File: config.mk
export PLATFORM = sky130hd
export DESIGN_NAME = id_stage
export DESIGN_NICKNAME = d
export VERILOG_FILES = /design/src/id_pkg.sv /design/src/id_decoder.sv /design/src/id_operand_sel.sv /design/src/id_pc_target.sv /design/src/id_ex_pipe_reg.sv /design/src/id_stage.sv
export SDC_FILE = /design/constraint.sdc
export NUM_CORES = 1
export LEC_CHECK = 0
export ABC_AREA = 1
export BUFFER_PORTS_ARGS = -buffer_cell sky130_fd_sc_hd__clkbuf_2
export CELL_PAD_IN_SITES_DETAIL_PLACEMENT = 1
export CELL_PAD_IN_SITES_GLOBAL_PLACEMENT = 1
export CORE_UTILIZATION = 37
export DETAILED_ROUTE_END_ITERATION = 7
export PLACE_DENSITY = 0.88
export SYNTH_ARGS = -nofsm -noshare
export SYNTH_HDL_FRONTEND = slang
export SYNTH_SLANG_ARGS = --single-unit
File: constraint.sdc
create_clock -name clk -period 3.8 [get_ports clk]
set_clock_uncertainty 0.1 [all_clocks]
set_input_delay 0.57 -clock clk [delete_from_list [all_inputs] [get_ports clk]]
set_output_delay 0.57 -clock clk [all_outputs]
set_load 0.05 [all_outputs]
File: src/id_pkg.sv
//////////////////////////////////////////////////
// Shared definitions for the RV32I decode stage
// Widths, instruction fields, opcodes, mux enums
// and the pipeline structs around ID
// Imported by every block of the stage
//////////////////////////////////////////////////
package id_pkg;

  //////////////////////////////////////////////////
  // Widths and instruction fields
  //////////////////////////////////////////////////

  localparam int XLEN       = 32;
  localparam int REG_ADDR_W = 5;

  // Register index positions in the instruction word
  localparam int REG_S1_MSB = 19;
  localparam int REG_S1_LSB = 15;
  localparam int REG_S2_MSB = 24;
  localparam int REG_S2_LSB = 20;
  localparam int REG_D_MSB  = 11;
  localparam int REG_D_LSB  = 7;

  // Link value offset, no compressed support
  localparam int PC_INCR = 4;

  // Major opcodes of the decoded subset
  localparam logic [6:0] OPC_OP     = 7'h33;
  localparam logic [6:0] OPC_OPIMM  = 7'h13;
  localparam logic [6:0] OPC_LUI    = 7'h37;
  localparam logic [6:0] OPC_AUIPC  = 7'h17;
  localparam logic [6:0] OPC_JAL    = 7'h6f;
  localparam logic [6:0] OPC_JALR   = 7'h67;
  localparam logic [6:0] OPC_BRANCH = 7'h63;

  //////////////////////////////////////////////////
  // Base types and mux selects
  //////////////////////////////////////////////////

  typedef logic [XLEN-1:0]       data_t;
  typedef logic [REG_ADDR_W-1:0] rf_addr_t;

  // ALU operations, compares last
  typedef enum logic [4:0] {
    ALU_ADD, ALU_SUB, ALU_XOR, ALU_OR, ALU_AND,
    ALU_SLL, ALU_SRL, ALU_SRA, ALU_SLT, ALU_SLTU,
    ALU_EQ, ALU_NE, ALU_LT, ALU_GE, ALU_LTU, ALU_GEU
  } alu_opcode_e;

  // Forwarding source for rs1/rs2
  typedef enum logic [1:0] {FW_REGFILE, FW_EX, FW_WB} fw_sel_e;

  // JALR base only forwards from WB
  typedef enum logic {JFW_REGFILE, JFW_WB} jalr_fw_sel_e;

  typedef enum logic [1:0] {OPA_NONE, OPA_REG, OPA_PC, OPA_ZERO} op_a_sel_e;
  typedef enum logic [1:0] {OPB_NONE, OPB_REG, OPB_IMM} op_b_sel_e;
  typedef enum logic [1:0] {OPC_NONE, OPC_REG, OPC_BCH} op_c_sel_e;
  typedef enum logic [1:0] {IMMB_I, IMMB_S, IMMB_U, IMMB_PCINCR} imm_b_sel_e;
  typedef enum logic [1:0] {BJ_JAL, BJ_JALR, BJ_BCH} bch_jmp_sel_e;

  //////////////////////////////////////////////////
  // Pipeline and control structs
  //////////////////////////////////////////////////

  typedef struct packed {
    logic  instr_valid;
    data_t pc;
    data_t instr;
  } if_id_pipe_t;

  // Bypass selects from the controller
  typedef struct packed {
    fw_sel_e      op_a_fw_sel;
    fw_sel_e      op_b_fw_sel;
    jalr_fw_sel_e jalr_fw_sel;
  } ctrl_byp_t;

  typedef struct packed {
    logic kill_id;
    logic halt_id;
  } ctrl_fsm_t;

  // Sign extended immediates of every format
  typedef struct packed {
    data_t i;
    data_t s;
    data_t sb;
    data_t u;
    data_t uj;
  } imm_set_t;

  // Decoder control word
  typedef struct packed {
    logic         alu_en;
    logic         alu_bch;
    logic         alu_jmp;
    alu_opcode_e  alu_operator;
    op_a_sel_e    op_a_sel;
    op_b_sel_e    op_b_sel;
    op_c_sel_e    op_c_sel;
    imm_b_sel_e   imm_b_sel;
    bch_jmp_sel_e bch_jmp_sel;
    logic [1:0]   rf_re;
    logic         rf_we;
    rf_addr_t     rf_waddr;
    logic         illegal_insn;
  } dec_ctrl_t;

  typedef struct packed {
    data_t operand_a;
    data_t operand_b;
    data_t operand_c;
    data_t jalr_fw;
  } operands_t;

  typedef struct packed {
    logic        instr_valid;
    logic        alu_en;
    logic        alu_bch;
    logic        alu_jmp;
    alu_opcode_e alu_operator;
    data_t       alu_operand_a;
    data_t       alu_operand_b;
    data_t       operand_c;
    logic        rf_we;
    rf_addr_t    rf_waddr;
    logic        illegal_insn;
    data_t       pc;
    data_t       instr;
  } id_ex_pipe_t;

endpackage

File: src/id_decoder.sv
//////////////////////////////////////////////////
// RV32I decoder for OP, OP-IMM, LUI, AUIPC,
// JAL, JALR and branches
// Produces the control word and all immediates
// Purely combinational
//////////////////////////////////////////////////
`timescale 1ns/100ps

module id_decoder (
  input  id_pkg::data_t     instr_i,
  output id_pkg::dec_ctrl_t dec_o,
  output id_pkg::imm_set_t  imm_o
);
  import id_pkg::*;

  logic [6:0] opcode;
  logic [2:0] funct3;
  logic [6:0] funct7;
  rf_addr_t   rd;
  dec_ctrl_t  dec;
  logic       illegal;

  assign opcode = instr_i[6:0];
  assign funct3 = instr_i[14:12];
  assign funct7 = instr_i[31:25];
  assign rd     = instr_i[REG_D_MSB:REG_D_LSB];

  //////////////////////////////////////////////////
  // Immediate extraction
  //////////////////////////////////////////////////

  assign imm_o.i  = {{20{instr_i[31]}}, instr_i[31:20]};
  assign imm_o.s  = {{20{instr_i[31]}}, instr_i[31:25], instr_i[11:7]};
  // Branch offset, bit 0 implied zero
  assign imm_o.sb = {{19{instr_i[31]}}, instr_i[31], instr_i[7], instr_i[30:25],
                     instr_i[11:8], 1'b0};
  assign imm_o.u  = {instr_i[31:12], 12'b0};
  assign imm_o.uj = {{12{instr_i[31]}}, instr_i[19:12], instr_i[20], instr_i[30:21], 1'b0};

  //////////////////////////////////////////////////
  // Opcode decode
  //////////////////////////////////////////////////

  always_comb begin : decode
    // Defaults describe a no-op
    dec              = '0;
    dec.alu_operator = ALU_SLTU;
    dec.bch_jmp_sel  = BJ_BCH;
    dec.rf_waddr     = rd;
    illegal          = 1'b0;

    case (opcode)
      OPC_OP: begin
        dec.alu_en   = 1'b1;
        dec.op_a_sel = OPA_REG;
        dec.op_b_sel = OPB_REG;
        dec.rf_re    = 2'b11;
        dec.rf_we    = (rd != '0);
        // Only funct7 0x00 and 0x20 exist in the base set
        case ({funct7, funct3})
          {7'h00, 3'b000}: dec.alu_operator = ALU_ADD;
          {7'h20, 3'b000}: dec.alu_operator = ALU_SUB;
          {7'h00, 3'b001}: dec.alu_operator = ALU_SLL;
          {7'h00, 3'b010}: dec.alu_operator = ALU_SLT;
          {7'h00, 3'b011}: dec.alu_operator = ALU_SLTU;
          {7'h00, 3'b100}: dec.alu_operator = ALU_XOR;
          {7'h00, 3'b101}: dec.alu_operator = ALU_SRL;
          {7'h20, 3'b101}: dec.alu_operator = ALU_SRA;
          {7'h00, 3'b110}: dec.alu_operator = ALU_OR;
          {7'h00, 3'b111}: dec.alu_operator = ALU_AND;
          default:         illegal = 1'b1;
        endcase
      end

      OPC_OPIMM: begin
        dec.alu_en    = 1'b1;
        dec.op_a_sel  = OPA_REG;
        dec.op_b_sel  = OPB_IMM;
        dec.imm_b_sel = IMMB_I;
        dec.rf_re     = 2'b01;
        dec.rf_we     = (rd != '0);
        case (funct3)
          3'b000: dec.alu_operator = ALU_ADD;
          3'b010: dec.alu_operator = ALU_SLT;
          3'b011: dec.alu_operator = ALU_SLTU;
          3'b100: dec.alu_operator = ALU_XOR;
          3'b110: dec.alu_operator = ALU_OR;
          3'b111: dec.alu_operator = ALU_AND;
          3'b001: begin
            dec.alu_operator = ALU_SLL;
            illegal          = (funct7 != 7'h00);
          end
          default: begin
            // Shift right, bit 30 picks arithmetic
            dec.alu_operator = funct7[5] ? ALU_SRA : ALU_SRL;
            illegal          = ({funct7[6], funct7[4:0]} != 6'b0);
          end
        endcase
      end

      OPC_LUI, OPC_AUIPC: begin
        dec.alu_en       = 1'b1;
        dec.alu_operator = ALU_ADD;
        dec.op_a_sel     = (opcode == OPC_LUI) ? OPA_ZERO : OPA_PC;
        dec.op_b_sel     = OPB_IMM;
        dec.imm_b_sel    = IMMB_U;
        dec.rf_we        = (rd != '0);
      end

      OPC_JAL, OPC_JALR: begin
        // ALU forms the link value pc + 4
        dec.alu_en       = 1'b1;
        dec.alu_jmp      = 1'b1;
        dec.alu_operator = ALU_ADD;
        dec.op_a_sel     = OPA_PC;
        dec.op_b_sel     = OPB_IMM;
        dec.imm_b_sel    = IMMB_PCINCR;
        dec.rf_we        = (rd != '0);
        if (opcode == OPC_JALR) begin
          dec.bch_jmp_sel = BJ_JALR;
          dec.rf_re       = 2'b01;
          illegal         = (funct3 != 3'b000);
        end else begin
          dec.bch_jmp_sel = BJ_JAL;
        end
      end

      OPC_BRANCH: begin
        dec.alu_en      = 1'b1;
        dec.alu_bch     = 1'b1;
        dec.op_a_sel    = OPA_REG;
        dec.op_b_sel    = OPB_REG;
        dec.op_c_sel    = OPC_BCH;
        dec.bch_jmp_sel = BJ_BCH;
        dec.rf_re       = 2'b11;
        case (funct3)
          3'b000:  dec.alu_operator = ALU_EQ;
          3'b001:  dec.alu_operator = ALU_NE;
          3'b100:  dec.alu_operator = ALU_LT;
          3'b101:  dec.alu_operator = ALU_GE;
          3'b110:  dec.alu_operator = ALU_LTU;
          3'b111:  dec.alu_operator = ALU_GEU;
          default: illegal = 1'b1;
        endcase
      end

      default: illegal = 1'b1;
    endcase

    // Unknown encodings leave with every enable low
    if (illegal) begin
      dec              = '0;
      dec.alu_operator = ALU_SLTU;
      dec.bch_jmp_sel  = BJ_BCH;
      dec.rf_waddr     = rd;
      dec.illegal_insn = 1'b1;
    end
  end

  assign dec_o = dec;

endmodule

File: src/id_operand_sel.sv
//////////////////////////////////////////////////
// Operand selection for the ID stage
// Forwarding muxes for rs1, rs2 and the JALR base,
// then the A/B/C operand muxes feeding ID/EX
//////////////////////////////////////////////////
`timescale 1ns/100ps

module id_operand_sel (
  input  id_pkg::dec_ctrl_t dec_i,
  input  id_pkg::imm_set_t  imm_i,
  input  id_pkg::data_t     pc_i,
  input  id_pkg::data_t     bch_target_i,
  input  id_pkg::data_t     rf_rdata_i [2],
  input  id_pkg::data_t     rf_wdata_ex_i,
  input  id_pkg::data_t     rf_wdata_wb_i,
  input  id_pkg::ctrl_byp_t ctrl_byp_i,
  output id_pkg::operands_t operands_o
);
  import id_pkg::*;

  data_t op_a_fw;
  data_t op_b_fw;
  data_t jalr_fw;
  data_t imm_b;
  data_t op_a;
  data_t op_b;
  data_t op_c;

  //////////////////////////////////////////////////
  // Forwarding
  //////////////////////////////////////////////////

  always_comb begin : op_a_fw_mux
    case (ctrl_byp_i.op_a_fw_sel)
      FW_EX:   op_a_fw = rf_wdata_ex_i;
      FW_WB:   op_a_fw = rf_wdata_wb_i;
      default: op_a_fw = rf_rdata_i[0];
    endcase
  end

  always_comb begin : op_b_fw_mux
    case (ctrl_byp_i.op_b_fw_sel)
      FW_EX:   op_b_fw = rf_wdata_ex_i;
      FW_WB:   op_b_fw = rf_wdata_wb_i;
      default: op_b_fw = rf_rdata_i[1];
    endcase
  end

  // JALR base, EX hazards are stalled by the controller
  assign jalr_fw = (ctrl_byp_i.jalr_fw_sel == JFW_WB) ? rf_wdata_wb_i : rf_rdata_i[0];

  //////////////////////////////////////////////////
  // Operand muxes
  //////////////////////////////////////////////////

  always_comb begin : op_a_mux
    case (dec_i.op_a_sel)
      OPA_PC:   op_a = pc_i;
      OPA_ZERO: op_a = '0;
      default:  op_a = op_a_fw;
    endcase
  end

  always_comb begin : imm_b_mux
    case (dec_i.imm_b_sel)
      IMMB_S:      imm_b = imm_i.s;
      IMMB_U:      imm_b = imm_i.u;
      IMMB_PCINCR: imm_b = data_t'(PC_INCR);
      default:     imm_b = imm_i.i;
    endcase
  end

  assign op_b = (dec_i.op_b_sel == OPB_IMM) ? imm_b : op_b_fw;

  // Branches carry their target to EX on operand C
  assign op_c = (dec_i.op_c_sel == OPC_BCH) ? bch_target_i : op_b_fw;

  assign operands_o.operand_a = op_a;
  assign operands_o.operand_b = op_b;
  assign operands_o.operand_c = op_c;
  assign operands_o.jalr_fw   = jalr_fw;

endmodule

File: src/id_pc_target.sv
//////////////////////////////////////////////////
// Branch and jump target adders
// JALR path sits behind the forwarding mux and
// sets the critical timing of the stage
//////////////////////////////////////////////////
`timescale 1ns/100ps

module id_pc_target (
  input  id_pkg::data_t        pc_i,
  input  id_pkg::imm_set_t     imm_i,
  input  id_pkg::bch_jmp_sel_e bch_jmp_sel_i,
  input  id_pkg::data_t        jalr_fw_i,
  output id_pkg::data_t        bch_target_o,
  output id_pkg::data_t        jmp_target_o
);
  import id_pkg::*;

  data_t jalr_sum;

  // Branch target, resolved later in EX
  assign bch_target_o = pc_i + imm_i.sb;

  // Register relative jump
  assign jalr_sum = jalr_fw_i + imm_i.i;

  always_comb begin : jmp_target_mux
    case (bch_jmp_sel_i)
      BJ_JAL:  jmp_target_o = pc_i + imm_i.uj;
      // LSB always cleared for JALR
      BJ_JALR: jmp_target_o = {jalr_sum[XLEN-1:1], 1'b0};
      default: jmp_target_o = bch_target_o;
    endcase
  end

endmodule

File: src/id_ex_pipe_reg.sv
//////////////////////////////////////////////////
// ID/EX pipeline register
// Loads on a transfer, drops valid on a bubble,
// holds everything under back-pressure
//////////////////////////////////////////////////
`timescale 1ns/100ps

module id_ex_pipe_reg (
  input  logic                clk,
  input  logic                rst_n,
  input  logic                transfer_i,
  input  logic                ex_ready_i,
  input  id_pkg::dec_ctrl_t   dec_i,
  input  id_pkg::operands_t   ops_i,
  input  id_pkg::if_id_pipe_t if_id_pipe_i,
  output id_pkg::id_ex_pipe_t id_ex_pipe_o
);
  import id_pkg::*;

  always_ff @(posedge clk or negedge rst_n) begin : id_ex_regs
    if (!rst_n) begin
      id_ex_pipe_o              <= '0;
      id_ex_pipe_o.alu_operator <= ALU_SLTU;
    end else begin
      if (transfer_i) begin
        //////////////////////////////////////////////////
        // Fields loaded on every transfer
        //////////////////////////////////////////////////
        id_ex_pipe_o.instr_valid  <= 1'b1;
        id_ex_pipe_o.alu_en       <= dec_i.alu_en;
        id_ex_pipe_o.rf_we        <= dec_i.rf_we;
        id_ex_pipe_o.illegal_insn <= dec_i.illegal_insn;
        id_ex_pipe_o.pc           <= if_id_pipe_i.pc;
        id_ex_pipe_o.instr        <= if_id_pipe_i.instr;

        // Operands only toggle when used
        if (dec_i.op_a_sel != OPA_NONE) begin
          id_ex_pipe_o.alu_operand_a <= ops_i.operand_a;
        end
        if (dec_i.op_b_sel != OPB_NONE) begin
          id_ex_pipe_o.alu_operand_b <= ops_i.operand_b;
        end
        if (dec_i.op_c_sel != OPC_NONE) begin
          id_ex_pipe_o.operand_c <= ops_i.operand_c;
        end

        // ALU detail gated by its enable
        if (dec_i.alu_en) begin
          id_ex_pipe_o.alu_bch      <= dec_i.alu_bch;
          id_ex_pipe_o.alu_jmp      <= dec_i.alu_jmp;
          id_ex_pipe_o.alu_operator <= dec_i.alu_operator;
        end

        if (dec_i.rf_we) begin
          id_ex_pipe_o.rf_waddr <= dec_i.rf_waddr;
        end
      end else if (ex_ready_i) begin
        // EX drained, nothing new from ID
        id_ex_pipe_o.instr_valid <= 1'b0;
      end
    end
  end

endmodule

File: src/id_stage.sv
//////////////////////////////////////////////////
// Instruction decode stage of the RV32I core
// Decodes the IF/ID word, reads and forwards
// operands, forms the jump target and hands the
// result to EX through the ID/EX register
//////////////////////////////////////////////////
`timescale 1ns/100ps

module id_stage (
  input  logic                clk,
  input  logic                rst_n,
  input  id_pkg::if_id_pipe_t if_id_pipe_i,
  input  id_pkg::ctrl_byp_t   ctrl_byp_i,
  input  id_pkg::ctrl_fsm_t   ctrl_fsm_i,
  input  id_pkg::data_t       rf_rdata_i [2],
  input  id_pkg::data_t       rf_wdata_ex_i,
  input  id_pkg::data_t       rf_wdata_wb_i,
  input  logic                ex_ready_i,
  output id_pkg::rf_addr_t    rf_raddr_o [2],
  output logic [1:0]          rf_re_o,
  output id_pkg::data_t       jmp_target_o,
  output id_pkg::id_ex_pipe_t id_ex_pipe_o,
  output logic                id_ready_o,
  output logic                id_valid_o
);
  import id_pkg::*;

  dec_ctrl_t dec;
  imm_set_t  imm;
  operands_t ops;
  data_t     bch_target;
  logic      instr_valid;
  logic      transfer;

  //////////////////////////////////////////////////
  // Register file read side
  //////////////////////////////////////////////////

  assign rf_raddr_o[0] = if_id_pipe_i.instr[REG_S1_MSB:REG_S1_LSB];
  assign rf_raddr_o[1] = if_id_pipe_i.instr[REG_S2_MSB:REG_S2_LSB];
  assign rf_re_o       = dec.rf_re;

  id_decoder i_id_decoder (
    .instr_i (if_id_pipe_i.instr),
    .dec_o   (dec),
    .imm_o   (imm)
  );

  id_pc_target i_id_pc_target (
    .pc_i          (if_id_pipe_i.pc),
    .imm_i         (imm),
    .bch_jmp_sel_i (dec.bch_jmp_sel),
    .jalr_fw_i     (ops.jalr_fw),
    .bch_target_o  (bch_target),
    .jmp_target_o  (jmp_target_o)
  );

  id_operand_sel i_id_operand_sel (
    .dec_i         (dec),
    .imm_i         (imm),
    .pc_i          (if_id_pipe_i.pc),
    .bch_target_i  (bch_target),
    .rf_rdata_i    (rf_rdata_i),
    .rf_wdata_ex_i (rf_wdata_ex_i),
    .rf_wdata_wb_i (rf_wdata_wb_i),
    .ctrl_byp_i    (ctrl_byp_i),
    .operands_o    (ops)
  );

  //////////////////////////////////////////////////
  // Handshake
  //////////////////////////////////////////////////

  // Kill and halt both mask the incoming instruction
  assign instr_valid = if_id_pipe_i.instr_valid && !ctrl_fsm_i.kill_id && !ctrl_fsm_i.halt_id;
  assign id_valid_o  = instr_valid;
  // A killed instruction is dropped, so ID frees up at once
  assign id_ready_o  = ctrl_fsm_i.kill_id || (ex_ready_i && !ctrl_fsm_i.halt_id);
  assign transfer    = id_valid_o && ex_ready_i;

  id_ex_pipe_reg i_id_ex_pipe_reg (
    .clk          (clk),
    .rst_n        (rst_n),
    .transfer_i   (transfer),
    .ex_ready_i   (ex_ready_i),
    .dec_i        (dec),
    .ops_i        (ops),
    .if_id_pipe_i (if_id_pipe_i),
    .id_ex_pipe_o (id_ex_pipe_o)
  );

endmodule

======== After elaboration in Yosys (flattened, before gate mapping) ========
Cells that the tools add are included.
word-level totals
  register bits after elaboration ......... 176
  input bits .............................. 203
  output and inout port bits .............. 222
  logic and storage cells ................. 113
cells by class
  add/subtract/negate cells ............... 3
  eq/ne operators ......................... 35
  mux-type cells .......................... 31
  reductions and logical operators ........ 31
operators by type and width
  kind                                                              count
  32-bit one-hot mux with 2 select lines                            4
  32-bit adder                                                      3
  32-bit two-way mux                                                3
  32-bit one-hot mux with 3 select lines                            1
  9-bit one-hot mux with 5 select lines                             1
  10-bit by 3-bit == test with 1-bit output, second input constant  4
  4-bit one-hot mux with 9 select lines                             1
  5-bit one-hot mux with 7 select lines                             1
  27-bit two-way mux                                                1
  7-bit == test, second input constant                              3
  10-bit by 2-bit == test with 1-bit output, second input constant  2
  10-bit by 9-bit == test with 1-bit output, second input constant  2
  3-bit one-hot mux with 6 select lines                             1
  6-bit OR reduction                                                3
  2-bit == test, second input constant                              8
  7-bit by 5-bit == test with 1-bit output, second input constant   2
  7-bit by 6-bit == test with 1-bit output, second input constant   2
  3-bit == test, second input constant                              4
  1-bit two-way mux                                                 12
  10-bit by 1-bit == test with 1-bit output, second input constant  1
  10-bit logical NOT                                                1
  2-bit AND reduction                                               5
  10-bit OR reduction                                               1
  2-bit by 1-bit == test with 1-bit output, second input constant   4
  other kinds (19)                                                  30

======== Depth between registers and ports, before layout ========
Gate-level depths: netlist of the first run.
  depth after elaboration ................. 8
  gate-level depth with buffers ........... 20

======== By module ========
Synthesis of the first run repeated with hierarchy kept, for this count alone.
second synthesis, totals
  cell total of the unflattened synthesis .. 3585
  area, all modules ....................... 20542.2 sq um
modules (own cells, without submodules)
  module          instances  cells each  area an instance (sq um)  sequential area each (sq um)
  id_pc_target    1          1621        7652.3                    0.0
  id_ex_pipe_reg  1          762         6896.6                    4406.7
  id_operand_sel  1          860         3870.0                    0.0
  id_decoder      1          325         2011.9                    0.0
  id_stage        1          17          111.4                     0.0

======== Worst setup path before layout of the first run ========
Ideal clock, no wire load.
  path type ............................... input port to output port
  start ................................... in ctrl_byp_i[0] (netlist bit)
  end ..................................... out jmp_target_o[14]
  arrival ................................. 3.305 ns
  path slack .............................. -0.175 ns
  stages on the path ...................... 13
  buffers on the path ..................... 3
  cell sequence ........................... clkbuf_1 inv_1 clkbuf_1 clkbuf_1 nand2_1 nand2_1 ha_1 nand2_1 o21ai_0 nor2_1 o21ai_0 xnor2_1 o211ai_1
between the ends
  cells in the longest elaborated chain, start to end .. 3
RTL lines
  item                                    line                  source
  start, declared                         id_stage.sv:13        input id_pkg::ctrl_byp_t ctrl_byp_i,
  32-bit two-way mux                      id_operand_sel.sv:50  assign jalr_fw = (ctrl_byp_i.jalr_fw_sel == JFW_WB) ? rf_wdata_wb_i : rf_rdata_i[0];
  32-bit adder                            id_pc_target.sv:24    assign jalr_sum = jalr_fw_i + imm_i.i;
  32-bit one-hot mux with 2 select lines  id_pc_target.sv:27    case (bch_jmp_sel_i)
  end, declared                           id_stage.sv:21        output id_pkg::data_t jmp_target_o,
No other way between the ends.

======== Final worst setup path of the first run ========
  start ................................... in ctrl_byp_i[0] (netlist bit)
  end ..................................... out jmp_target_o[11]
Same word-level chain as after synthesis.

==> results of run 1 <==
[per-stage QoR]
stage | instances | setup WS, ns | cell area, µm² | TNS (ns) | util [%]
CTS | 3728 | -0.003861 | 21490 | -0.003861 | 50.99
finish | 3753 | 0.01593 | 22020 | 0 | 52.25
global placement | 3695 | -0.1373 | 20710 | -1.147 | 49.14
detailed placement | 3695 | -0.1955 | 20710 | -1.874 | 49.14
global route | 3751 | -0.04285 | 22010 | -0.1658 | 52.24
floorplan | 2571 | 0.06674 | 15910 | 0 | -
[Yosys cell counts (11+ instances only)]
library cell and number:
o21ai_0 224, ha_1 77, nand2_1 856, a21oi_1 116, buf_4 20, nor3_1 32, o211ai_1 14, nor2_1 259
nand4_1 29, or2_2 80, inv_1 253, buf_2 17, o2111ai_1 31, dfrtp_1 173, o21a_1 20, xor2_1 22
nand3_1 183, o21ai_1 11, clkbuf_1 67
[worst register-to-register path: cells and delay by family, from the launching register on]
family / cells / cell delay, ns
buffers and inverters: 1 / 0.06
DFF: 1 / 0.45
and+or+nand+nor: 2 / 0.36
[kinds of logic (layout without fill, tap and decap cells)]
logic type               after synthesis  after routing
other                                  1              6
XOR/XNOR                              32             32
flip-flops                           175            175
buffers and inverters                367           1005
AND/OR/NAND/NOR                     1470           1470
AO/OA/AOI/OAI                        446            446
adder cells (fa/ha/maj)               80             80
[repair_timing]
action	in CTS	in global routing
cloned	1	3
buffers inserted	0	17
hold buffers	0	0
pin swaps	2	27
endpoints found under the setup margin	23	27
resized for setup	42	105
[final timing paths]
path	end	slack [ns]	start	cells after the start
max	jmp_target_o[11]	0.02	ctrl_byp_i[0]	14
min	i_id_ex_pipe_reg.id_ex_pipe_o[73]	0.03	rst_n	1
max reg2reg	i_id_ex_pipe_reg.id_ex_pipe_o[103]	2.73	i_id_ex_pipe_reg.id_ex_pipe_o[103]	3
min reg2reg	i_id_ex_pipe_reg.id_ex_pipe_o[170]	0.38	i_id_ex_pipe_reg.id_ex_pipe_o[170]	2
max in group asynchronous	i_id_ex_pipe_reg.id_ex_pipe_o[167]	2.79	rst_n	2
min in group clk	i_id_ex_pipe_reg.id_ex_pipe_o[1]	0.20	if_id_pipe_i[1]	3
[report_power, final]
part	internal, mW	switching, mW
clock	0.937	0.936
combinational	1.43	2.95
sequential	2.09	0.151
[routing by layer]
layer / up-vias / global-route usage, % / wire length, µm
met5: - / 0 / 13
met4: 2 / 23.40 / 5454
met3: 243 / 8.035 / 7346
met2: 1010 / 70.39 / 44490
met1: 10460 / 51.70 / 37220
li1: 9611 / - / -
[area by class of cell]
| class | count | share of cell area [%] |
|---|---|---|
| Antenna cell | 5 | 0.05683 |
| Clock buffer | 18 | 1.949 |
| Clock inverter | 14 | 0.7615 |
| Inverter | 259 | 4.467 |
| Multi-Input combinational cell | 2029 | 47.36 |
| Sequential cell | 175 | 19.90 |
| Tap cell | 539 | 3.063 |
| Timing Repair Buffer | 714 | 22.44 |
==> out/qor.tcl, run 1 <==
set qor(status) {completed}
set qor(synth_fa_ha_area_share_pct) 6.437
set qor(area_fraction_in_and_or_nand_and_nor_cells_after_synthesis_pct) 39.06
set qor(power_per_cell_area_nw_per_um2) 385.9
set qor(timing.final.max_slew_violations) 0
set qor(postSynthCellCount) 2571
set qor(hp_class) {input port to async pin}
set qor(effective_utilization_at_floorplan_pct) 37.73
set qor(drt_drc_violations_left) 0
set qor(worst_ep_arrival_time_ns) 3.11
set qor(post_synth_num_cell_types) 51
set qor(filler_cell_count) 5792
set qor(final.min_clock_period_ns) 3.784
set qor(dieHeight_um) 209.3
set qor(first_global_vias) 21790
set qor(ant_nets) 0
set qor(routability_cong) 1.030
set qor(setup_repair_after_global_routing_missed_its_margin) {yes}
set qor(syn-num-nets) 2854
set qor(largest_register_ffs) 175
set qor(grt_use_total_pct) 42.38
set qor(critical_path_peak_fanout) 14
set qor(synth_top_family_by_area) {simple AND/OR/NAND/NOR gates}
set qor(syn-mean-instance-area_um2) 6.184
set qor(max_flop_register) {i_id_ex_pipe_reg.id_ex_pipe_o}
set qor(biggestRegsByFlops) {i_id_ex_pipe_reg.id_ex_pipe_o (175)}
set qor(register_area_um2) 4382
set qor(post-layout-total-power_mw) 8.496
set qor(global_route_wire_length_before_repair_um) 137200
set qor(slew_headroom_pct) 45.98
set qor(tritoncts) {yes}
set qor(wl_per_cell_um) 25.18
set qor(dieWidth_um) 209.3
set qor(globalRouteOverflowTotal) 0
set qor(grt_start_max_net_pins) 75
set qor(drt_first_pass_iters) 7
set qor(num_io_pins) 425
set qor(yosysSeqAreaShare_pct) 27.56
set qor(number_of_antenna_violations_at_the_first_check_in_global_routing) 6
set qor(mux_share_of_post_synthesis_cell_area_pct) 0
set qor(top_post_synthesis_cells_by_area) {dfrtp_1, nand2_1, o21ai_0}
set qor(mostFrequentLayoutCells) {nand2_1, clkbuf_2, buf_4}
set qor(postRouteWirelength_um) 94520
set qor(irDropWorstVdd_mv) 0.3168
set qor(critical_path.startpoint_type) {input port}
set qor(critical_path.endpoint_type) {output pin}
set qor(fp-row-count) 75
set qor(clock_insertion_delay_worst_skew_ns) 0.50
set qor(crit_slowest_cell) {o211ai_1}
set qor(port_buffers) 423
set qor(cts-root-buf) {clkbuf_16}
set qor(cp_top_family) {buffers and inverters}
set qor(ys_dominant_reg_cell) {dfrtp_1}
set qor(worstMarginPinSlew_ns) 0.8104
set qor(cell_type_with_the_highest_aggregate_area_in_the_netlist) {dfrtp_1}
set qor(setup-violations-final) 0
set qor(detail_route.vias_per_cell) 5.681
set qor(synth-edff-count) 0
set qor(drt_iter0_markers) 1902
set qor(critPathRequiredTime_ns) 3.13
set qor(leakagePower_nw) 11.89
set qor(drive_above_1_share_pct) 29.45
set qor(synth-warning-count) 0
set qor(synth_top_area_share_pct) 27.23
set qor(vias) 21320
set qor(netlist_area_um2) 15900
set qor(half_perimeter_wire_length_after_placement_um) 77610
set qor(crit_chain) {clkbuf_4 -> inv_8 -> clkbuf_16 -> nand2_1 -> o21ai_1 -> ha_2 -> nand2_1 -> buf_4 -> nor2_2 -> nand3_1 -> nand2_2 -> xnor2_1 -> o211ai_1 -> clkbuf_16}
set qor(cts-root-to-sink-buffers) 2
set qor(ff_latch_count_synth) 175
set qor(finish.net_count) 3479
set qor(area_of_the_multi_input_gates_um2) 10430
set qor(path_type_of_the_worst_setup_path) {input port to output pin}
set qor(async_flop_share_pct) 100.0
set qor(post_synthesis_xor_xnor_area_fraction_pct) 1.763
set qor(clock.fmax_mhz) 264.3
set qor(cts_sinks) 175
set qor(final.hold.worst_slack_ns) 0.02569
set qor(max_cap_viol_count) 0
set qor(crit_path_max_incr_delay_ns) 0.50
set qor(report.final.hold_viol_count) 0
set qor(area_growth_pct) 38.47
set qor(post-route-period-util_pct) 99.58
set qor(layout.cells.most_common) {nand2_1}
set qor(h_tree_depth) 4
set qor(clkSlewWorstSetupHoldPaths_ns) 0.07
set qor(cts_buffers) 17
set qor(dieArea_um2) 43800
set qor(synth_compound_gate_area_share_pct) 15.79
set qor(timing.critical_path.buf_inv) 5
set qor(core_region_area_um2) 42130
No activity file was read; power rests on OpenSTA's default activity.
==> run 2, diff against run 1 <==
--- a/config.mk
+++ b/config.mk
@@ -12,6 +12,7 @@
 export CORE_UTILIZATION = 37
 export DETAILED_ROUTE_END_ITERATION = 7
 export PLACE_DENSITY = 0.88
+export SKIP_CTS_REPAIR_TIMING = 1
 export SYNTH_ARGS = -nofsm -noshare
 export SYNTH_HDL_FRONTEND = slang
 export SYNTH_SLANG_ARGS = --single-unit
==> constraint.sdc (replaced) <==
create_clock -name clk -period 3.95 [get_ports clk]
set_clock_uncertainty 0.1 [all_clocks]
set_input_delay 0.5925 -clock clk [delete_from_list [all_inputs] [get_ports clk]]
set_output_delay 0.5925 -clock clk [all_outputs]
set_load 0.05 [all_outputs]
==> out/qor.tcl, run 2 (synthesis gave the netlist of run 1 again) <==
set qor(status) {completed}
set qor(path_type_of_the_worst_setup_path) {input port to output pin}
set qor(placedInstanceArea_um2) 20420 ;# -1.4%
set qor(clock_insertion_delay_worst_skew_ns) 0.51 ;# about the same
set qor(detail_route.vias_per_cell) 5.701 ;# +0.34%
set qor(routability_cong) 0.9878 ;# -4.1%
set qor(clkSlewWorstSetupHoldPaths_ns) 0.08 ;# about the same
set qor(cts-root-to-sink-buffers) 2 ;# unchanged
set qor(biggestRegsByFlops) {i_id_ex_pipe_reg.id_ex_pipe_o (175)}
set qor(critical_path_peak_fanout) 11 ;# -3
set qor(final_design_area_no_fill_um2) 21190 ;# -3.8%
set qor(grt_use_total_pct) 42.52 ;# +0.14 points
set qor(setup-violations-final) 0 ;# unchanged
set qor(cts-root-buf) {clkbuf_16}
set qor(mostFrequentLayoutCells) {nand2_1, clkbuf_2, nor2_1}
set qor(dieArea_um2) 43800 ;# unchanged
set qor(timing.final.max_slew_violations) 0 ;# unchanged
set qor(drt_iter0_markers) 1957 ;# +2.9%
set qor(area_growth_pct) 33.26
set qor(crit_path_max_incr_delay_ns) 0.45 ;# -0.05 ns
set qor(worstMarginPinSlew_ns) 0.9058 ;# +0.09549 ns
set qor(ant_nets) 0 ;# unchanged
set qor(tritoncts) {yes}
set qor(crit_chain) {clkbuf_2 -> buf_12 -> ha_1 -> a21oi_1 -> o21ai_0 -> a21oi_1 -> nor2_1 -> nor2_1 -> nand2_1 -> nand2_1 -> nand3_1 -> nand3_1 -> clkbuf_4}
set qor(register_area_um2) 4382 ;# unchanged
set qor(leakagePower_nw) 11.53 ;# -3.1%
set qor(slew_headroom_pct) 39.61 ;# -6.4 points
set qor(irDropWorstVdd_mv) 0.3290 ;# +3.8%
set qor(reg2reg_depth) 3 ;# unchanged
set qor(dieWidth_um) 209.3 ;# unchanged
set qor(first_global_vias) 21590 ;# -0.91%
set qor(post-route-period-util_pct) 99.12
set qor(drt_first_pass_iters) 6 ;# -1
set qor(max_cap_viol_count) 0 ;# unchanged
set qor(min_path_cells) 3
set qor(fp-row-count) 75 ;# unchanged
set qor(global_route_wire_length_before_repair_um) 136700 ;# -0.41%
set qor(number_of_antenna_violations_at_the_first_check_in_global_routing) 4 ;# -2
set qor(drive_above_1_share_pct) 25.97 ;# -3.5 points
set qor(largest_register_ffs) 175 ;# unchanged
set qor(crit_slowest_cell) {a21oi_1}
set qor(clock.fmax_mhz) 255.4
set qor(vias) 21090 ;# -1.1%
set qor(port_buffers) 423 ;# unchanged
set qor(cts_sinks) 175 ;# unchanged
set qor(critical_path.endpoint_type) {output pin}
set qor(report.final.hold_viol_count) 0 ;# unchanged
set qor(worst_ep_arrival_time_ns) 3.22 ;# +0.11 ns
set qor(finish.net_count) 3424 ;# -1.6%
set qor(hp_class) {input port to register}
set qor(final.min_clock_period_ns) 3.915
set qor(critical_path.startpoint_type) {input port}
set qor(finalNonFillerCells) 3700 ;# -1.4%
set qor(layout.cells.most_common) {nand2_1}
set qor(area_of_the_multi_input_gates_um2) 10140 ;# -2.7%
set qor(half_perimeter_wire_length_after_placement_um) 78030 ;# +0.54%
set qor(effective_utilization_at_floorplan_pct) 37.73 ;# unchanged
set qor(wl_per_cell_um) 25.28 ;# +0.40%
set qor(num_io_pins) 425 ;# unchanged
set qor(dpl.cell_count) 3660 ;# -0.95%
set qor(post-layout-total-power_mw) 8.057 ;# -5.2%
set qor(critPathRequiredTime_ns) 3.26 ;# +0.13 ns
set qor(drt_drc_violations_left) 0 ;# unchanged
set qor(globalRouteOverflowTotal) 0 ;# unchanged
set qor(h_tree_depth) 4 ;# unchanged
set qor(core_region_area_um2) 42130 ;# unchanged
set qor(setup_repair_after_global_routing_missed_its_margin) {yes}
set qor(filler_cell_count) 5816 ;# +0.41%
set qor(max_flop_register) {i_id_ex_pipe_reg.id_ex_pipe_o}
set qor(dieHeight_um) 209.3 ;# unchanged
set qor(cts_buffers) 17 ;# unchanged
set qor(power_per_cell_area_nw_per_um2) 380.3 ;# -1.5%
set qor(postRouteWirelength_um) 93550 ;# -1.0%
set qor(grt_start_max_net_pins) 84 ;# +12%
==> run 2: where the power goes <==
part           switching (mW)  total [mW]  internal [mW]
Combinational            2.79        4.05           1.26
Sequential              0.151        2.17           2.01
Clock                   0.922        1.84          0.919
Total                    3.86        8.06           4.20
==> run 2: area by class of cell <==
type	instances	area share, %
Timing Repair Buffer	659	20.72
Sequential cell	175	20.68
Clock buffer	18	2.073
Clock inverter	14	0.7914
Multi-Input combinational cell	2029	47.88
Antenna cell	7	0.08268
Tap cell	539	3.183
Inverter	259	4.589
==> run 2: per-layer routing <==
metal	up-vias	global-route usage [%]	part of all wire (%)
met3	296	7.931	7.4
met5	-	0	0
met2	1038	69.70	46
met1	10250	51.41	40
li1	9505	-	-
met4	0	27.00	6.6
==> run 2: final timing paths <==
path                                               startpoint                                  to  slack [ns]
min in group asynchronous                               rst_n   i_id_ex_pipe_reg.id_ex_pipe_o[66]        0.49
hold reg to reg             i_id_ex_pipe_reg.id_ex_pipe_o[75]   i_id_ex_pipe_reg.id_ex_pipe_o[75]        0.39
setup / recovery                             if_id_pipe_i[31]                    jmp_target_o[29]        0.03
setup reg to reg           i_id_ex_pipe_reg.id_ex_pipe_o[139]  i_id_ex_pipe_reg.id_ex_pipe_o[139]        2.88
max in group asynchronous                               rst_n   i_id_ex_pipe_reg.id_ex_pipe_o[56]        2.20
hold / removal                               if_id_pipe_i[38]   i_id_ex_pipe_reg.id_ex_pipe_o[38]        0.25
==> run 2: critical path, delay by kind of cell <==
family                     cells  cell delay [ns]
AOI/OAI and AO/OA              3             1.04
adders and majority gates      1             0.44
buffers and inverters          3             0.54
and+or+nand+nor                6             0.61
==> run 2: stage by stage <==
stage | hold WS, ns | setup slack (ns) | utilization [%] | TNS [ns]
global route | 0.2605 | -0.006209 | 50.27 | -0.006209
detailed placement | 0.3679 | -0.1454 | 48.45 | -0.7614
floorplan | 0.1969 | 0.002805 | - | 0
CTS | -0.08019 | -0.2031 | 49.89 | -1.088
finish | 0.2547 | 0.03486 | 50.28 | 0
global placement | 0.3617 | -0.05412 | 48.45 | -0.09117
==> run 3, diff against run 2 <==
--- a/config.mk
+++ b/config.mk
@@ -6,12 +6,11 @@
 export NUM_CORES = 1
 export LEC_CHECK = 0
 export ABC_AREA = 1
-export BUFFER_PORTS_ARGS = -buffer_cell sky130_fd_sc_hd__clkbuf_2
-export CELL_PAD_IN_SITES_DETAIL_PLACEMENT = 1
-export CELL_PAD_IN_SITES_GLOBAL_PLACEMENT = 1
-export CORE_UTILIZATION = 37
+export CORE_AREA = 2 2 165 167
 export DETAILED_ROUTE_END_ITERATION = 7
-export PLACE_DENSITY = 0.88
+export DIE_AREA = 0 0 167 169
+export DONT_BUFFER_PORTS = 1
+export PLACE_DENSITY = 0.82
 export SKIP_CTS_REPAIR_TIMING = 1
 export SYNTH_ARGS = -nofsm -noshare
 export SYNTH_HDL_FRONTEND = slang
==> out/qor.tcl, run 3 (synthesis gave the netlist of run 1 again) <==
set qor(finish.net_count) 2825 ;# -17%
set qor(effective_utilization_at_floorplan_pct) 60.00 ;# +22 points
set qor(fp-row-count) 60 ;# -20%
set qor(status) {finished, violations left}
set qor(cts_buffers) 17 ;# unchanged
set qor(cts-root-to-sink-buffers) 2 ;# unchanged
set qor(timing.critical_path.buf_inv) 3 ;# unchanged
set qor(worstMarginPinSlew_ns) 1.018 ;# +0.1119 ns
set qor(detail_route.vias_per_cell) 6.314 ;# +11%
set qor(num_io_pins) 425 ;# unchanged
set qor(dieHeight_um) 169 ;# -19%
set qor(final.min_clock_period_ns) 3.848 ;# -0.06667 ns
set qor(globalRouteOverflowTotal) 0 ;# unchanged
set qor(post-route-period-util_pct) 97.43 ;# -1.7 points
set qor(postRouteWirelength_um) 67840 ;# -27%
set qor(post-layout-total-power_mw) 7.023 ;# -13%
set qor(clock_insertion_delay_worst_skew_ns) 0.45 ;# -0.06 ns
set qor(drt_iter0_markers) 2639 ;# +35%
set qor(grt_use_met3_pct) 14.87 ;# +6.9 points
set qor(port_buffers) 0 ;# -100%
set qor(critical_path_peak_fanout) 45 ;# +34
set qor(max_flop_register) {i_id_ex_pipe_reg.id_ex_pipe_o}
set qor(ant_nets) 0 ;# unchanged
set qor(clkSlewWorstSetupHoldPaths_ns) 0.09 ;# about the same
set qor(setup_repair_after_global_routing_missed_its_margin) {no}
set qor(critical_path.startpoint_type) {input port}
set qor(setup-violations-final) 0 ;# unchanged
set qor(cp_top_family) {compound AO/OA/AOI/OAI gates}
set qor(violations) {hold timing}
set qor(tritoncts) {yes}
set qor(hp_class) {input port to async pin}
set qor(biggestRegsByFlops) {i_id_ex_pipe_reg.id_ex_pipe_o (175)}
set qor(core_region_area_um2) 26500 ;# -37%
set qor(irDropWorstVdd_mv) 0.3454 ;# +5.0%
set qor(setup-tns-final_ns) 0 ;# unchanged
set qor(grt_start_max_net_pins) 176 ;# +110%
set qor(dieWidth_um) 167 ;# -20%
set qor(max_cap_viol_count) 0 ;# unchanged
set qor(half_perimeter_wire_length_after_placement_um) 53310 ;# -32%
set qor(worst_ep_arrival_time_ns) 3.16 ;# -0.06 ns
set qor(routability_cong) 1.072 ;# +8.6%
set qor(drt_first_pass_iters) 8 ;# +2
set qor(number_of_antenna_violations_at_the_first_check_in_global_routing) 3 ;# -1
set qor(critical_path.endpoint_type) {output pin}
set qor(grt_use_total_pct) 47.02 ;# +4.5 points
set qor(slew_headroom_pct) 32.01 ;# -7.6 points
set qor(wl_per_cell_um) 23.40 ;# -7.5%
set qor(vias) 18300 ;# -13%
set qor(path_type_of_the_worst_setup_path) {input port to output pin}
set qor(area_growth_pct) 7.618
set qor(largest_register_ffs) 175 ;# unchanged
set qor(h_tree_depth) 4 ;# unchanged
set qor(power_per_cell_area_nw_per_um2) 410.4 ;# +7.9%
set qor(cts_sinks) 175 ;# unchanged
set qor(leakagePower_nw) 8.751 ;# -24%
set qor(first_global_vias) 16990 ;# -21%
set qor(dieArea_um2) 28220 ;# -36%
set qor(crit_chain) {inv_1 -> buf_12 -> o21ai_0 -> ha_1 -> a21oi_1 -> o21ai_0 -> a21oi_2 -> nand3_1 -> or2_2 -> nand3_1 -> nand3_1 -> buf_4}
set qor(drive_above_1_share_pct) 7.750 ;# -18 points
set qor(critPathRequiredTime_ns) 3.26 ;# about the same
set qor(timing.final.max_slew_violations) 0 ;# unchanged
set qor(crit_slowest_cell) {ha_1}
set qor(drt_drc_violations_left) 0 ;# unchanged
set qor(gr-usage-met1_pct) 59.45 ;# +8.0 points
set qor(crit_path_max_incr_delay_ns) 0.37 ;# -0.08 ns
set qor(final.hold.worst_slack_ns) -0.2752 ;# -0.5298 ns
set qor(report.final.hold_viol_count) 173 ;# +173
set qor(cts-root-buf) {clkbuf_16}
set qor(crit_top_cell) {nand3_1}
set qor(global_route_wire_length_before_repair_um) 101700 ;# -26%
set qor(mostFrequentLayoutCells) {nand2_1, nor2_1, inv_1}
set qor(layout.cells.most_common) {nand2_1}
set qor(grt_use_met2_pct) 70.59 ;# +0.88 points
set qor(top_usage_layer) {met2}
set qor(clock.fmax_mhz) 259.8 ;# +1.7%
-- run 3: cell types whose count changed in the layout (fill, tap and decap cells not counted), sizes merged --
cell,before,now
inv,263,264
clkbuf,414,17
dlygate4sd3,1,0
diode,7,3
buf,262,60
-- run 3: layout make-up --
| class | instances | area (µm²) |
|---|---|---|
| Clock buffer | 17 | 425.4 |
| Sequential cell | 175 | 4382 |
| Multi-Input combinational cell | 2029 | 10050 |
| Clock inverter | 15 | 192.7 |
| Timing Repair Buffer | 60 | 650.6 |
| Inverter | 259 | 972.2 |
| Fill cell | 2499 | 9390 |
| Antenna cell | 3 | 7.507 |
| Tap cell | 341 | 426.7 |
-- run 3: worst paths after layout --
path	from	end	slack, ns	cells after the start
worst max register to register	i_id_ex_pipe_reg.id_ex_pipe_o[133]	i_id_ex_pipe_reg.id_ex_pipe_o[133]	2.58	3
min in group clk	if_id_pipe_i[43]	i_id_ex_pipe_reg.id_ex_pipe_o[43]	0.15	2
max in group asynchronous	rst_n	i_id_ex_pipe_reg.id_ex_pipe_o[131]	3.51	0
worst min register to register	i_id_ex_pipe_reg.id_ex_pipe_o[170]	i_id_ex_pipe_reg.id_ex_pipe_o[170]	0.51	2
worst max-delay path	ctrl_byp_i[0]	jmp_target_o[17]	0.10	12
worst min-delay path	rst_n	i_id_ex_pipe_reg.id_ex_pipe_o[157]	-0.28	0
-- run 3: where the power goes --
part | internal, mW | switching, mW
clock | 0.922 | 0.954
combinational | 0.754 | 1.40
sequential | 2.00 | 0.990
-- run 3: through the flow --
step | setup WS [ns] | area (µm²) | utilization [%] | instances | hold slack (ns)
finish | 0.1015 | 17110 | 64.57 | 2899 | -0.2752
global route | 0.008694 | 17100 | 64.54 | 2896 | -0.2840
CTS | 0.1050 | 17100 | 64.51 | 2896 | -0.2759
detailed placement | 0.1173 | 16480 | 62.18 | 2864 | 0.1995
global placement | 0.1984 | 16480 | 62.18 | 2864 | 0.1995
floorplan | 0.002805 | 15900 | - | 2571 | 0.1969
-- run 3: per-layer routing --
| layer | vias up | routed length [µm] |
|---|---|---|
| met1 | 8355 | 25230 |
| met3 | 306 | 9151 |
| met2 | 1341 | 28590 |
| li1 | 8300 | - |
| met4 | 2 | 4849 |
| met5 | - | 13 |
